`config.mk`:
```
export PLATFORM = sky130hd
export DESIGN_NAME = videoPaddingFilter
export DESIGN_NICKNAME = d
export VERILOG_FILES = /design/src/design/videoGeometryPkg.sv /design/src/design/paddingControlPkg.sv /design/src/design/chunkQueueIf.sv /design/src/design/chunkQueue.sv /design/src/design/requestTranslator.sv /design/src/design/responseAssembler.sv /design/src/design/videoPaddingFilter.sv
export SDC_FILE = /design/constraint.sdc
export NUM_CORES = 1
export LEC_CHECK = 0
export BUFFER_PORTS_ARGS = -buffer_cell sky130_fd_sc_hd__buf_4
export CAP_MARGIN = 20
export CORE_MARGIN = 2
export CORE_UTILIZATION = 40
export CTS_CLUSTER_SIZE = 8
export DETAILED_ROUTE_END_ITERATION = 10
export GPL_ROUTABILITY_DRIVEN = 0
export PLACE_DENSITY = 0.64
export SYNTH_ARGS = -nofsm -noshare
export SYNTH_HDL_FRONTEND = slang
export SYNTH_SLANG_ARGS = --single-unit
export TNS_END_PERCENT = 1
```
`constraint.sdc`:
```
create_clock -name scalerClock -period 3.3 [get_ports scalerClock]
set_input_delay 0.165 -clock scalerClock [delete_from_list [all_inputs] [get_ports scalerClock]]
set_output_delay 0.165 -clock scalerClock [all_outputs]
set_load 0.03 [all_outputs]
```
`src/design/videoGeometryPkg.sv`:
```
package videoGeometryPkg;

// Chunks are a power of two pixels wide, so the left padding is a whole number of chunks
localparam int chunkBits = 5;
localparam int chunkSize = 1 << chunkBits;

// Largest supported frame is 2048 by 2048 pixels
localparam int hactiveBits = 11;
localparam int vactiveBits = 11;

// A row holds this many chunks at most
localparam int chunkNumBits = hactiveBits - chunkBits;

// RGB565 style pixels
localparam int pixelBits = 16;

typedef logic [vactiveBits-1:0] rowType;
typedef logic [chunkNumBits-1:0] chunkNumType;
typedef logic [pixelBits-1:0] pixelType;

// Position of a pixel inside its chunk
typedef logic [chunkBits-1:0] pixelIndexType;

// Chunk request as it travels between pipeline elements
// The row sits in the upper bits and the chunk number in the lower bits
typedef struct packed {
    rowType row;
    chunkNumType chunk;
} chunkRequestType;

endpackage

```
`src/design/paddingControlPkg.sv`:
```
package paddingControlPkg;

import videoGeometryPkg::*;

// One-hot states of the request side FSM
typedef enum logic [2:0] {
    requestIdle = 3'b001,
    requestRead = 3'b010,
    requestStore = 3'b100
} requestStateType;

// One-hot states of the response side FSM
typedef enum logic [2:0] {
    responseIdle = 3'b001,
    responseRead = 3'b010,
    responseStore = 3'b100
} responseStateType;

// A downstream request waiting for its pixels
// The window decision is made once on the request side and rides along here
typedef struct packed {
    logic insideSource;
    chunkRequestType request;
} pendingChunkType;

endpackage

```
`src/design/chunkQueueIf.sv`:
```
interface chunkQueueIf
    import videoGeometryPkg::*;
#(
    parameter type payloadType = chunkRequestType
)();

// Write side of the queue
logic writeEnable;
logic full;
payloadType writeData;

// Read side of the queue, data follows readEnable by one clock
logic readEnable;
logic empty;
payloadType readData;

// Views of the blocks that push into and pop from the queue
modport producer (output writeEnable, output writeData, input full);
modport consumer (output readEnable, input empty, input readData);

// Views of the queue itself
modport writeSide (input writeEnable, input writeData, output full);
modport readSide (input readEnable, output empty, output readData);

endinterface

```
`src/design/chunkQueue.sv`:
```
module chunkQueue
    import videoGeometryPkg::*;
#(
    parameter type payloadType = chunkRequestType,
    parameter int fifoAddrBits = chunkNumBits
)(
    input logic scalerClock,
    input logic reset,
    chunkQueueIf.writeSide writePort,
    chunkQueueIf.readSide readPort
);

localparam int queueDepth = 1 << fifoAddrBits;

payloadType storage [queueDepth];

// Pointers carry one extra wrap bit to tell a full queue from an empty one
logic [fifoAddrBits:0] writePointer;
logic [fifoAddrBits:0] readPointer;

logic writeAccept;
logic readAccept;

// Requests against a full or empty queue are ignored
assign writeAccept = writePort.writeEnable && !writePort.full;
assign readAccept = readPort.readEnable && !readPort.empty;

// Same address and same wrap bit means nothing is stored
assign readPort.empty = (writePointer == readPointer);

// Same address but opposite wrap bit means the writer is a whole lap ahead
assign writePort.full = (writePointer[fifoAddrBits] != readPointer[fifoAddrBits]) &&
                        (writePointer[fifoAddrBits-1:0] == readPointer[fifoAddrBits-1:0]);

always_ff @(posedge scalerClock or posedge reset) begin
    if (reset) begin
        // Queue comes up empty
        writePointer <= '0;
        readPointer <= '0;
    end else begin
        if (writeAccept) begin
            writePointer <= writePointer + 1'b1;
        end
        if (readAccept) begin
            readPointer <= readPointer + 1'b1;
        end
    end
end

// Storage and the read register hold payload only
always_ff @(posedge scalerClock) begin
    if (writeAccept) begin
        storage[writePointer[fifoAddrBits-1:0]] <= writePort.writeData;
    end
    // Entry shows up on readData the clock after the read pulse
    // and stays there until the next read
    if (readAccept) begin
        readPort.readData <= storage[readPointer[fifoAddrBits-1:0]];
    end
end

endmodule

```
`src/design/requestTranslator.sv`:
```
module requestTranslator
    import videoGeometryPkg::*;
    import paddingControlPkg::*;
(
    input logic scalerClock,
    input logic reset,

    // Window placement and source size
    input rowType padTopRows,
    input rowType sourceRows,
    input chunkNumType padLeftChunks,
    input chunkNumType sourceChunks,

    // Downstream request FIFO, data valid one clock after readEnable
    output logic downstreamRequestFifoReadEnable,
    input logic downstreamRequestFifoEmpty,
    input chunkRequestType downstreamRequestFifoReadData,

    // Translated requests for the upstream element
    chunkQueueIf.producer upstreamQueue,

    // Every request, tagged with its window decision, for the response side
    chunkQueueIf.producer pendingQueue
);

requestStateType requestState;

rowType requestedRow;
chunkNumType requestedChunk;

// Window edges one bit wider so a window touching the frame edge cannot wrap
logic [vactiveBits:0] rowLimit;
logic [chunkNumBits:0] chunkLimit;

logic insideSource;
chunkRequestType translatedRequest;

assign requestedRow = downstreamRequestFifoReadData.row;
assign requestedChunk = downstreamRequestFifoReadData.chunk;

assign rowLimit = {1'b0, padTopRows} + {1'b0, sourceRows};
assign chunkLimit = {1'b0, padLeftChunks} + {1'b0, sourceChunks};

// Lower edges inclusive, upper edges exclusive
// A source size below the real one trims the bottom or right of the picture
assign insideSource = (requestedRow >= padTopRows) &&
                      ({1'b0, requestedRow} < rowLimit) &&
                      (requestedChunk >= padLeftChunks) &&
                      ({1'b0, requestedChunk} < chunkLimit);

// Shift back up and left into source coordinates
assign translatedRequest.row = requestedRow - padTopRows;
assign translatedRequest.chunk = requestedChunk - padLeftChunks;

always_ff @(posedge scalerClock or posedge reset) begin
    if (reset) begin
        requestState <= requestIdle;
        downstreamRequestFifoReadEnable <= 1'b0;
        upstreamQueue.writeEnable <= 1'b0;
        pendingQueue.writeEnable <= 1'b0;
    end else begin
        // Queue writes last a single clock
        upstreamQueue.writeEnable <= 1'b0;
        pendingQueue.writeEnable <= 1'b0;

        case (requestState)
            requestIdle: begin
                // Only take a request when both queues can receive it
                if (!downstreamRequestFifoEmpty && !upstreamQueue.full && !pendingQueue.full) begin
                    downstreamRequestFifoReadEnable <= 1'b1;
                    requestState <= requestRead;
                end
            end

            requestRead: begin
                downstreamRequestFifoReadEnable <= 1'b0;
                // A write issued during idle may have just filled a queue, so look again
                if (!upstreamQueue.full && !pendingQueue.full) begin
                    requestState <= requestStore;
                end
            end

            requestStore: begin
                // Padding chunks need nothing from upstream
                upstreamQueue.writeEnable <= insideSource;
                pendingQueue.writeEnable <= 1'b1;
                requestState <= requestIdle;
            end

            default: begin
                downstreamRequestFifoReadEnable <= 1'b0;
                requestState <= requestIdle;
            end
        endcase
    end
end

// Queue payloads are captured alongside the write enables
always_ff @(posedge scalerClock) begin
    if (requestState == requestStore) begin
        upstreamQueue.writeData <= translatedRequest;
        pendingQueue.writeData <= '{insideSource: insideSource,
                                    request: downstreamRequestFifoReadData};
    end
end

endmodule

```
`src/design/responseAssembler.sv`:
```
module responseAssembler
    import videoGeometryPkg::*;
    import paddingControlPkg::*;
(
    input logic scalerClock,
    input logic reset,

    // Color of the bars around the source picture
    input pixelType padColor,

    // Requests waiting for their pixels, in arrival order
    chunkQueueIf.consumer pendingQueue,

    // Upstream response, a pixel moves when writeEnable is high and full is low
    input logic upstreamResponseFifoWriteEnable,
    output logic upstreamResponseFifoFull,
    input pixelType upstreamResponseFifoWriteData,

    // Downstream response FIFO
    output logic downstreamResponseFifoWriteEnable,
    input logic downstreamResponseFifoFull,
    output pixelType downstreamResponseFifoWriteData
);

responseStateType responseState;

// Pixels already sent for the current chunk
pixelIndexType pixelCount;

logic insideSource;
logic acceptUpstream;
logic pixelWrite;
logic lastPixel;
pixelType pixelValue;

// Window decision made on the request side
assign insideSource = pendingQueue.readData.insideSource;

// Upstream pixel handed over this clock
assign acceptUpstream = !upstreamResponseFifoFull && upstreamResponseFifoWriteEnable;

always_comb begin
    pixelWrite = 1'b0;
    if (responseState == responseStore) begin
        // Source chunks move at the upstream pace, padding at the downstream pace
        if (insideSource) begin
            pixelWrite = acceptUpstream;
        end else begin
            pixelWrite = !downstreamResponseFifoFull;
        end
    end
end

assign lastPixel = pixelWrite && (pixelCount == pixelIndexType'(chunkSize - 1));
assign pixelValue = insideSource ? upstreamResponseFifoWriteData : padColor;

always_ff @(posedge scalerClock or posedge reset) begin
    if (reset) begin
        responseState <= responseIdle;
        pendingQueue.readEnable <= 1'b0;
        // Upstream stays blocked until a source chunk is active
        upstreamResponseFifoFull <= 1'b1;
        downstreamResponseFifoWriteEnable <= 1'b0;
        pixelCount <= '0;
    end else begin
        // Every chosen pixel lands downstream on the next clock
        downstreamResponseFifoWriteEnable <= pixelWrite;

        // The count wraps to zero on its own after the last pixel
        if (pixelWrite) begin
            pixelCount <= pixelCount + pixelIndexType'(1);
        end

        case (responseState)
            responseIdle: begin
                upstreamResponseFifoFull <= 1'b1;
                if (!pendingQueue.empty) begin
                    pendingQueue.readEnable <= 1'b1;
                    responseState <= responseRead;
                end
            end

            responseRead: begin
                // Entry reaches readData at the end of this clock
                pendingQueue.readEnable <= 1'b0;
                upstreamResponseFifoFull <= 1'b1;
                responseState <= responseStore;
            end

            responseStore: begin
                // Open upstream only for source chunks with room downstream.
                // A pixel already accepted as full rises uses the one write
                // the downstream FIFO still takes.
                // Close again on the last pixel so nothing is taken for the next entry
                upstreamResponseFifoFull <= !insideSource || downstreamResponseFifoFull ||
                                            lastPixel;

                if (lastPixel) begin
                    // Go straight for the next entry when one is waiting
                    if (!pendingQueue.empty) begin
                        pendingQueue.readEnable <= 1'b1;
                        responseState <= responseRead;
                    end else begin
                        responseState <= responseIdle;
                    end
                end
            end

            default: begin
                pendingQueue.readEnable <= 1'b0;
                upstreamResponseFifoFull <= 1'b1;
                responseState <= responseIdle;
            end
        endcase
    end
end

// Pixel color is captured together with its write enable
always_ff @(posedge scalerClock) begin
    if (pixelWrite) begin
        downstreamResponseFifoWriteData <= pixelValue;
    end
end

endmodule

```
`src/design/videoPaddingFilter.sv`:
```
module videoPaddingFilter
    import videoGeometryPkg::*;
    import paddingControlPkg::*;
#(
    parameter int fifoAddrBits = chunkNumBits
)(
    input logic scalerClock,
    input logic reset,

    // Padding configuration
    input rowType padTopRows,
    input chunkNumType padLeftChunks,
    input rowType sourceRows,
    input chunkNumType sourceChunks,
    input pixelType padColor,

    // Chunk requests read from the downstream element
    output logic downstreamRequestFifoReadEnable,
    input logic downstreamRequestFifoEmpty,
    input chunkRequestType downstreamRequestFifoReadData,

    // Pixels written back to the downstream element
    output logic downstreamResponseFifoWriteEnable,
    input logic downstreamResponseFifoFull,
    output pixelType downstreamResponseFifoWriteData,

    // Translated requests offered to the upstream element
    input logic upstreamRequestFifoReadEnable,
    output logic upstreamRequestFifoEmpty,
    output chunkRequestType upstreamRequestFifoReadData,

    // Source pixels written by the upstream element
    input logic upstreamResponseFifoWriteEnable,
    output logic upstreamResponseFifoFull,
    input pixelType upstreamResponseFifoWriteData
);

chunkQueueIf #(.payloadType(chunkRequestType)) upstreamQueueBus ();
chunkQueueIf #(.payloadType(pendingChunkType)) pendingQueueBus ();

// Upstream element pops the translated requests directly
assign upstreamQueueBus.readEnable = upstreamRequestFifoReadEnable;
assign upstreamRequestFifoEmpty = upstreamQueueBus.empty;
assign upstreamRequestFifoReadData = upstreamQueueBus.readData;

chunkQueue #(.payloadType(chunkRequestType), .fifoAddrBits(fifoAddrBits)) upstreamQueue (
    .scalerClock(scalerClock),
    .reset(reset),
    .writePort(upstreamQueueBus),
    .readPort(upstreamQueueBus)
);

// Keeps responses in request order while upstream pixels are outstanding
chunkQueue #(.payloadType(pendingChunkType), .fifoAddrBits(fifoAddrBits)) pendingQueue (
    .scalerClock(scalerClock),
    .reset(reset),
    .writePort(pendingQueueBus),
    .readPort(pendingQueueBus)
);

requestTranslator requestTranslator (
    .scalerClock(scalerClock),
    .reset(reset),
    .padTopRows(padTopRows),
    .sourceRows(sourceRows),
    .padLeftChunks(padLeftChunks),
    .sourceChunks(sourceChunks),
    .downstreamRequestFifoReadEnable(downstreamRequestFifoReadEnable),
    .downstreamRequestFifoEmpty(downstreamRequestFifoEmpty),
    .downstreamRequestFifoReadData(downstreamRequestFifoReadData),
    .upstreamQueue(upstreamQueueBus),
    .pendingQueue(pendingQueueBus)
);

responseAssembler responseAssembler (
    .scalerClock(scalerClock),
    .reset(reset),
    .padColor(padColor),
    .pendingQueue(pendingQueueBus),
    .upstreamResponseFifoWriteEnable(upstreamResponseFifoWriteEnable),
    .upstreamResponseFifoFull(upstreamResponseFifoFull),
    .upstreamResponseFifoWriteData(upstreamResponseFifoWriteData),
    .downstreamResponseFifoWriteEnable(downstreamResponseFifoWriteEnable),
    .downstreamResponseFifoFull(downstreamResponseFifoFull),
    .downstreamResponseFifoWriteData(downstreamResponseFifoWriteData)
);

endmodule

```
## Yosys cells after proc, flatten, opt, wreduce, memory -nomap -nowiden

Memory sizes are Yosys's and may differ from the RTL's. A register that Yosys moved wholly into a read port is not among the register bits.
Index checks and enable logic that the tools add are counted.

| cells by class | value |
|---|---|
| add/sub/neg operators | 9 |
| mux-type cells | 22 |
| $lt $le $gt $ge | 4 |
| eq/ne operators | 17 |
| reductions and logical operators | 27 |
| bitwise operators | 1 |

Operators with widths:

| operator | number |
|---|---|
| 7-bit by 1-bit adder with 7-bit output, second input constant | 4 |
| 16-bit two-way mux | 1 |
| 7-bit equality test | 2 |
| 1-bit logical AND | 14 |
| 11-bit by 11-bit adder with 12-bit output | 1 |
| 6-bit equality test | 2 |
| 11-bit by 12-bit less-than comparator with 1-bit output | 1 |
| 1-bit two-way mux | 12 |
| 3-bit two-way mux | 4 |
| 11-bit >= comparator | 1 |
| 11-bit subtractor | 1 |
| 3-bit case mux with 3 select lines | 1 |
| 1-bit zero test | 8 |
| 6-bit by 6-bit adder with 7-bit output | 1 |
| 6-bit by 7-bit less-than comparator with 1-bit output | 1 |
| 3-bit by 1-bit equality test with 1-bit output, second input constant | 2 |
| 3-bit by 2-bit equality test with 1-bit output, second input constant | 2 |
| 3-bit equality test, second input constant | 2 |
| 6-bit >= comparator | 1 |
| 2-bit by 1-bit != test with 1-bit output, second input constant | 3 |
| 3-bit case mux with 2 select lines | 1 |
| 2-bit AND reduction | 3 |
| 6-bit subtractor | 1 |
| 5-bit by 1-bit adder with 5-bit output, second input constant | 1 |
| 7 further kinds | 10 |

| word-level totals | value |
|---|---|
| word-level logic and storage cells | 101 |
| memory bits (writable) | 2240 |
| memories kept | 2 |
| register bits | 96 |
| output and inout port bits | 37 |
| input port bits | 89 |

Memory list:

| memory | words | bits a word | rd ports | clocked after memory_dff | wr ports | RTL line | RTL |
|---|---|---|---|---|---|---|---|
| pendingQueue.storage | 64 | 18 | 1 | 1 | 1 | chunkQueue.sv:15 | `payloadType storage [queueDepth];` |
| upstreamQueue.storage | 64 | 17 | 1 | 1 | 1 | chunkQueue.sv:15 |  |

## Depth between registers and ports, before layout

Gate-level depths: netlist (run 1).

| depth | value |
|---|---|
| word-level depth | 7 |
| gate-level depth with buffers | 14 |
| depth with buffers taken out | 14 |

## Modules after synthesis

A second synthesis (run 1) with hierarchy kept.

| second synthesis, totals | value |
|---|---|
| cells, all modules | 4465 |
| area, all modules | 92979.2 um^2 |

Modules (own cells, without submodules):

| module | cells each | area each (um^2) | seq. area each (um^2) | instances |
|---|---|---|---|---|
| chunkQueue (pendingQueue) | 2106 | 45528.7 | 35484.0 | 1 |
| chunkQueue (upstreamQueue) | 2003 | 43168.9 | 33532.2 | 1 |
| requestTranslator | 280 | 3061.7 | 1202.4 | 1 |
| responseAssembler | 76 | 1219.9 | 758.2 | 1 |

## Least setup slack after synthesis (run 1)

OpenSTA, ideal clock, no wires.

| timing | value |
|---|---|
| path kind | in2reg |
| start point | input padTopRows[0] |
| end point | register, netlist name requestTranslator.pendingQueue.writeData[17] |
| setup slack | 0.499 ns |
| buffers on the path | 0 |
| stages | 13 |
| library setup time | 0.266 ns |
| arrival time | 2.534 ns |
| cell sequence | ha_1 fa_1 a21o_1 a211oi_1 o21ai_0 a31o_2 a21oi_1 xor2_1 ha_1 nor2_1 o311a_1 a311oi_1 nor3b_1 |

| on the way | value |
|---|---|
| cells in the longest elaborated chain, start to end | 5 |
| elaborated cells on any way between the ends | 6 |
| classes of those cells | add/sub: 1; order compare: 2; reduce/logical: 3 |

RTL lines:

| element | RTL line | RTL |
|---|---|---|
| start: declaration | videoPaddingFilter.sv:11 | `input rowType padTopRows,` |
| 11-bit by 11-bit adder with 12-bit output | requestTranslator.sv:41 | `assign rowLimit = {1'b0, padTopRows} + {1'b0, sourceRows};` |
| 11-bit by 12-bit less-than comparator with 1-bit output | requestTranslator.sv:47 | `({1'b0, requestedRow} < rowLimit) &&` |
| 1-bit logical AND (*) | requestTranslator.sv:46 | `assign insideSource = (requestedRow >= padTopRows) &&` |
| 1-bit logical AND (*) | requestTranslator.sv:47 |  |
| 1-bit logical AND (*) | requestTranslator.sv:48 | `(requestedChunk >= padLeftChunks) &&` |
| named net requestTranslator.insideSource | requestTranslator.sv:35 | `logic insideSource;` |

The timed path passes the listed nets; every way through them passes the cells marked *.
A chain may end at the register's enable or synchronous reset.

## Worst setup path after layout (run 1)

| timing | value |
|---|---|
| start point | input padTopRows[0] |
| end point | register, netlist name requestTranslator.pendingQueue.writeData[17] |

| on the way | value |
|---|---|
| cells in the longest elaborated chain, start to end | 5 |
| elaborated cells on any way between the ends | 6 |
| classes of those cells | add/sub: 1; order compare: 2; reduce/logical: 3 |

RTL lines:

| element | RTL line |
|---|---|
| 11-bit by 11-bit adder with 12-bit output | requestTranslator.sv:41 |
| 11-bit by 12-bit less-than comparator with 1-bit output | requestTranslator.sv:47 |
| 1-bit logical AND (*) | requestTranslator.sv:46 |
| 1-bit logical AND (*) | requestTranslator.sv:47 |
| 1-bit logical AND (*) | requestTranslator.sv:48 |
| named net requestTranslator.insideSource | requestTranslator.sv:35 |

Marks and branches as above.

==> out/qor.yml, run 1 <==
worst_pin_slew_ns: 1.10
nNetsFinal: 3158
cap_viol_max_count: 0
topRoutingLayerUsed: "met4"
track_usage: 0.190
syn_to_final_growth_pct: 18.9
htree_num_levels: 4
cp_top_family: "compound AO/OA/AOI/OAI gates"
finalSetupViolCount: 0
r2r_cells: 7
initial_core_util: 0.402
insertion_delay_ns: 0.79
r2r_slack_ns: 0.26
p_leak_nw: 20.0
mostFrequentLayoutCell: "edfxtp_1"
vias_per_cell: 5.65
io_pins: 126
dp_hpwl_um: 73900
routed_wl_um: 121000
vias: 26686
final_antenna_net_count: 0
met1_length_um: 50800
period_minus_slack_ns: 3.10
dieWidth_um: 358
cp.arrival_ns: 3.60
routedWlPerCell_um: 25.5
cp-startpoint: "padTopRows[0]"
syn_inst: 2573
grt_start_max_net_pins: 65
fmax_mhz: 323
avgSynthCellArea_um2: 19.5
r2r-end: "upstreamQueue.readPort.readData[12]"
cp-endpoint: "requestTranslator.pendingQueue.writeData[17]"
worst_setup_path_start_kind: "input pin"
num_rows: 130
die_y_um: 358
crit_cells: 14
path_cells: "dlygate4sd3_1 -> buf_4 -> ha_1 -> buf_4 -> a211o_1 -> a2111o_1 -> a31oi_2 -> o21ai_1 -> xnor2_1 -> ha_1 -> nand2_1 -> o311a_1 -> a311oi_1 -> nor3b_1"
powerDensity_nw_per_um2: 800
clkTransAtPathRegs_ns: 0.05
async_flop_share: 0.0360
syn_area_um2: 50300
critPathBufInv: 3
grt_pass1_vias: 27480
slew_viol_final: 0
layout_common_cells: "edfxtp_1, buf_4, mux4_2, clkbuf_16, nor2_1"
finalWorstSetupSlack_ns: 0.199
ir_worst_vdd_mv: 0.727
synth-seq-area-share: 0.742
slowest_delay_ns: 0.54
hold_viol_final: 0
design.core.area_um2: 125000
root_buffer: "clkbuf_16"
n_antenna_cell: 0
antenna_found_initial: 0
post-route-period-util: 0.940
dieArea_um2: 128000
detailedPlace.worstSlack_ns: 0.0267
drcViolationCount: 0
ys_seq_elements: 1249
rsz0062_at_grt: "no"
cts_sinks: 1249
relSlewSlack: 0.265
drive_gt1_frac: 0.266
ys.flop_type: "edfxtp_1"
met3_length_um: 9720
dr.pass1.iters: 5
overflow: 0
io_buffers: 125
utilization: 0.478
end_kind: "register"
synth-edff-count: 1204
place_area_um2: 54200
clockBufferDepth: 3
fin_area_um2: 59800
numCtsBuffers: 174
setup_tns_ns: 0
p_total_mw: 47.8
cpMaxStageDelayCell: "dlygate4sd3_1"
ys_warn_count: 0
wl_met2_um: 57100
cts_tree: "done"
synth_fp_nets: 2721
hold_class: "in -> reg"
critPathKind: "in -> reg"
fin_skew_ns: 0.0366
r2r-start: "upstreamQueue.readPointer[0]"
dr.first_iter.drc_count: 3060
post_cts_resized: 0
synth_cell_types: 70
status: "completed"
required_ns: 3.80
path_max_fanout: 2
grt_pass1_wl_um: 179000
-- Yosys cell counts, drive strengths merged (9+ instances only) --
master | instances | area (um^2)
a221oi | 59 | 573
edfxtp | 1204 | 36200
xnor2 | 31 | 272
mux2 | 22 | 248
a31oi | 15 | 106
o21ai | 47 | 235
a21oi | 35 | 175
buf | 98 | 674
a22oi | 60 | 460
nand4 | 9 | 56.3
nand2 | 68 | 255
xor2 | 32 | 280
dfrtp | 42 | 1050
nor3 | 15 | 75.1
mux4 | 246 | 5540
nor2 | 169 | 634
a22o | 32 | 280
a21o | 10 | 75.1
nand3 | 30 | 150
ha | 55 | 688
mux2i | 92 | 921
nand2b | 11 | 68.8
inv | 36 | 135
clkbuf | 41 | 154
nand3b | 13 | 97.6
nor2b | 13 | 81.3
-- worst min-delay path: cells and delay by family --
family / cells / cell delay [ns]
buffers and inverters: 1 / 0.10
adders and majority gates: 1 / 0.13
xor gates and xnor gates: 1 / 0.07
and+or+nand+nor: 1 / 0.10
AOI/OAI and AO/OA: 1 / 0.08
-- state kept, by name, indices dropped and copies added (netlist names), 3 cells and up --
name                                               count
upstreamQueue.readPointer                              7
upstreamQueue.readPort.readData                       17
requestTranslator.requestState                         3
pendingQueue.readPointer                               7
responseAssembler.downstreamResponseFifoWriteData     16
pendingQueue.storage                                  64
responseAssembler.responseState                        3
upstreamQueue.storage                               1088
pendingQueue.writePointer                              7
responseAssembler.pixelCount                           5
requestTranslator.upstreamQueue.writeData             17
upstreamQueue.writePointer                             7
-- report_power, final --
part           leakage, nW  switching, mW  internal [mW]
clock network         2.34           6.24           9.68
logic                 6.30           7.43           6.06
registers             11.4          0.541           17.8
total                 20.0           14.2           33.6
-- layer usage --
layer	track usage	vias up
met4	0.0575	0
met1	0.266	13982
li1	-	11377
met3	0.0426	166
met2	0.297	1161
met5	0	-
-- what timing repair did --
| item | CTS | global route |
|---|---|---|
| hold endpoints to repair | 74 | 0 |
| endpoints found under the setup margin | 0 | 0 |
| setup buffers | 0 | 0 |
| hold buffers | 77 | 0 |
-- layout make-up --
cell class	instances	area [um^2]
clock buffer	230	4650
clock inverter	13	166
fill	10088	65300
inverter	37	139
multi-input combinational	1148	12000
sequential	1249	37300
tap	1650	2060
timing repair buffer	400	3430
-- worst min path at each step --
stage,start,endpoint,slack (ns),depth (start not counted)
after floorplan,downstreamRequestFifoEmpty,register,0.26,1
after global placement,downstreamRequestFifoEmpty,register,0.36,2
after detailed placement,downstreamRequestFifoEmpty,register,0.37,2
after CTS,downstreamRequestFifoReadData[1],requestTranslator.upstreamQueue.writeData[3],0.004,5
after global routing,downstreamRequestFifoReadData[1],requestTranslator.upstreamQueue.writeData[3],0.06,5
final,downstreamRequestFifoReadData[1],requestTranslator.upstreamQueue.writeData[3],0.05,5
-- through the flow --
step	instances	hold slack [ns]
6_report	4727	0.0462
5_1_grt	4727	0.0632
4_1_cts	4727	0.00442
3_5_place_dp	4407	0.373
3_3_place_gp	4407	0.363
2_1_floorplan	2573	0.262
-- cell families after synthesis --
family,after synthesis,share of synthesized area
buffers and inverters,176,0.0192
and+or+nand+nor,368,0.0343
adders and majority gates,59,0.0153
DFF,1249,0.742
AOI/OAI and AO/OA,298,0.0447
xor gates and xnor gates,63,0.0110
muxes,360,0.134
Note: power is estimated with default switching activity, not from simulation.
==> inputs of run 2 (changes only) <==
- CORE_MARGIN: 2 -> 4
- TNS_END_PERCENT: 1 -> unset
- clock period: 3.3 -> 4 ns (I/O delays scaled with it)
==> run 2 against run 1 <==
Clock-buffer cell count down 7. Clock power down 18%. Hold slack worse by 0.018 ns. Critical path depth down 8. Largest cell class unchanged. Total power down 19%. Cell count down 1.9%. Worst setup slack better by 0.45 ns. Flip-flop and latch count unchanged.
==> out/qor.yml, run 2 (same netlist as run 1, synthesis figures left out) <==
root_buffer: "clkbuf_16"
grt_pass1_vias: 27344  # -0.49%
finalWorstSetupSlack_ns: 0.653  # +0.453 ns
io_buffers: 125  # unchanged
dr.pass1.iters: 5  # unchanged
p_leak_nw: 19.7  # -1.8%
clockBufferDepth: 3  # unchanged
track_usage: 0.184  # -0.00591
initial_core_util: 0.404  # +0.00259
critPathMostFrequentCell: "a22oi_1"
overflow: 0  # unchanged
path_cells: "buf_12 -> mux4_2 -> a22oi_1 -> nand2_1 -> a22oi_1 -> o221ai_1"
dp_hpwl_um: 73700  # -0.25%
numCtsBuffers: 174  # unchanged
cap_viol_max_count: 0  # unchanged
routed_wl_um: 121000  # +0.16%
drcViolationCount: 0  # unchanged
mostFrequentLayoutCell: "edfxtp_1"
place_area_um2: 53600  # -1.1%
critPathKind: "reg -> reg"
clkTransAtPathRegs_ns: 0.05  # about the same
die_y_um: 362  # +1.1%
rsz0062_at_grt: "no"
routedWlPerCell_um: 26.0  # +2.1%
required_ns: 4.43  # +0.63 ns
postCtsHoldBufs: 61  # -21%
p_total_mw: 38.6  # -19%
design.core.area_um2: 124000  # -0.64%
nNetsFinal: 3087  # -2.2%
setup_tns_ns: 0  # unchanged
num_rows: 129  # -0.77%
path_max_fanout: 55  # +53
cts_sinks: 1249  # unchanged
cp_top_family: "compound AO/OA/AOI/OAI gates"
fillCellCount: 10091  # +0.030%
drive_gt1_frac: 0.256  # -0.0102
insertion_delay_ns: 0.75  # -0.04 ns
fin_area_um2: 59100  # -1.2%
final_antenna_net_count: 0  # unchanged
htree_num_levels: 4  # unchanged
vias_per_cell: 5.68  # +0.67%
worst_setup_path_start_kind: "register"
detailedPlace.worstSlack_ns: 0.678  # +0.651 ns
critPathBufInv: 1  # -2
r2r_slack_ns: 0.65  # +0.39 ns
post-route-period-util: 0.837
antenna_found_initial: 2  # +2
finalSetupViolCount: 0  # unchanged
hold_viol_final: 0  # unchanged
fmax_mhz: 299
relSlewSlack: 0.283  # +0.0173
slowest_delay_ns: 0.77  # +0.23 ns
period_minus_slack_ns: 3.35
ir_worst_vdd_mv: 0.494  # -32%
vias: 26348  # -1.3%
end_kind: "register"
grt_start_max_net_pins: 79  # +22%
worst_pin_slew_ns: 1.07  # -0.0267 ns
largest_register_ffs: 1088  # unchanged
hold_class: "in -> reg"
layout_common_cells: "edfxtp_1, buf_4, mux4_2, clkbuf_16, nor2_1"
post_cts_resized: 0  # unchanged
grt_pass1_wl_um: 180000  # +0.28%
syn_to_final_growth_pct: 17.6
dr.first_iter.drc_count: 3145  # +2.8%
cts_tree: "done"
fin_skew_ns: 0.0241  # -0.0125 ns
dieWidth_um: 362  # +1.1%
io_pins: 126  # unchanged
cp.arrival_ns: 3.78  # +0.18 ns
instances_no_fill: 4636  # -1.9%
cpMaxStageDelayCell: "dfrtp_4"
slew_viol_final: 0  # unchanged
status: "completed"
place_inst: 4337  # -1.6%
dieArea_um2: 131000  # +2.2%
powerDensity_nw_per_um2: 654  # -18%
cts_setup_buffers: 0  # unchanged
run 2: area by class of cell:
| cell class | count | area, um^2 | share of cell area |
|---|---|---|---|
| multi-input combinational | 1148 | 12000 | 0.204 |
| tap | 1637 | 2050 | 0.0347 |
| sequential | 1249 | 37300 | 0.631 |
| clock inverter | 11 | 161 | 0.00273 |
| clock buffer | 223 | 4640 | 0.0786 |
| inverter | 37 | 139 | 0.00235 |
| timing repair buffer | 329 | 2760 | 0.0468 |
| antenna | 2 | 5.00 | 0.0000847 |
run 2: worst min-delay path: cells and delay by family:
family | cells | cell delay [ns]
xor+xnor | 1 | 0.16
fa+ha+maj | 1 | 0.18
buf+inv | 1 | 0.11
run 2: report_power, final:
part | switching, mW | leakage [nW] | internal (mW)
Combinational | 5.88 | 5.94 | 4.41
Sequential | 0.547 | 11.4 | 14.7
Clock | 5.08 | 2.33 | 7.98
Total | 11.5 | 19.7 | 27.1
run 2: per-stage QoR:
step / utilization / hold WS (ns)
CTS: 0.475 / 0.00218
finish: 0.475 / 0.0285
detailed placement: 0.431 / 0.401
floorplan: - / 0.297
global route: 0.475 / 0.0251
global placement: 0.431 / 0.394
run 2: routing by layer:
metal  up-vias  track usage  routed length [um]
met5         -            0                   0
met4         0       0.0662                3580
met3       182       0.0367                9200
met2      1126        0.290               57200
met1     13816        0.256               50700
li1      11224            -                   -
run 2: final timing paths:
| check | from | cells past startpoint | end |
|---|---|---|---|
| max in group asynchronous | reset | 4 | upstreamQueue.readPointer[0] |
| min reg2reg | responseAssembler.pendingQueue.readEnable | 1 | responseAssembler.pendingQueue.readEnable |
| min in group asynchronous | reset | 4 | asynchronous set/reset pin |
| max reg2reg | upstreamQueue.readPointer[1] | 6 | upstreamQueue.readPort.readData[9] |
| min | downstreamRequestFifoReadData[2] | 3 | requestTranslator.upstreamQueue.writeData[2] |
| max | upstreamQueue.readPointer[1] | 6 | upstreamQueue.readPort.readData[9] |
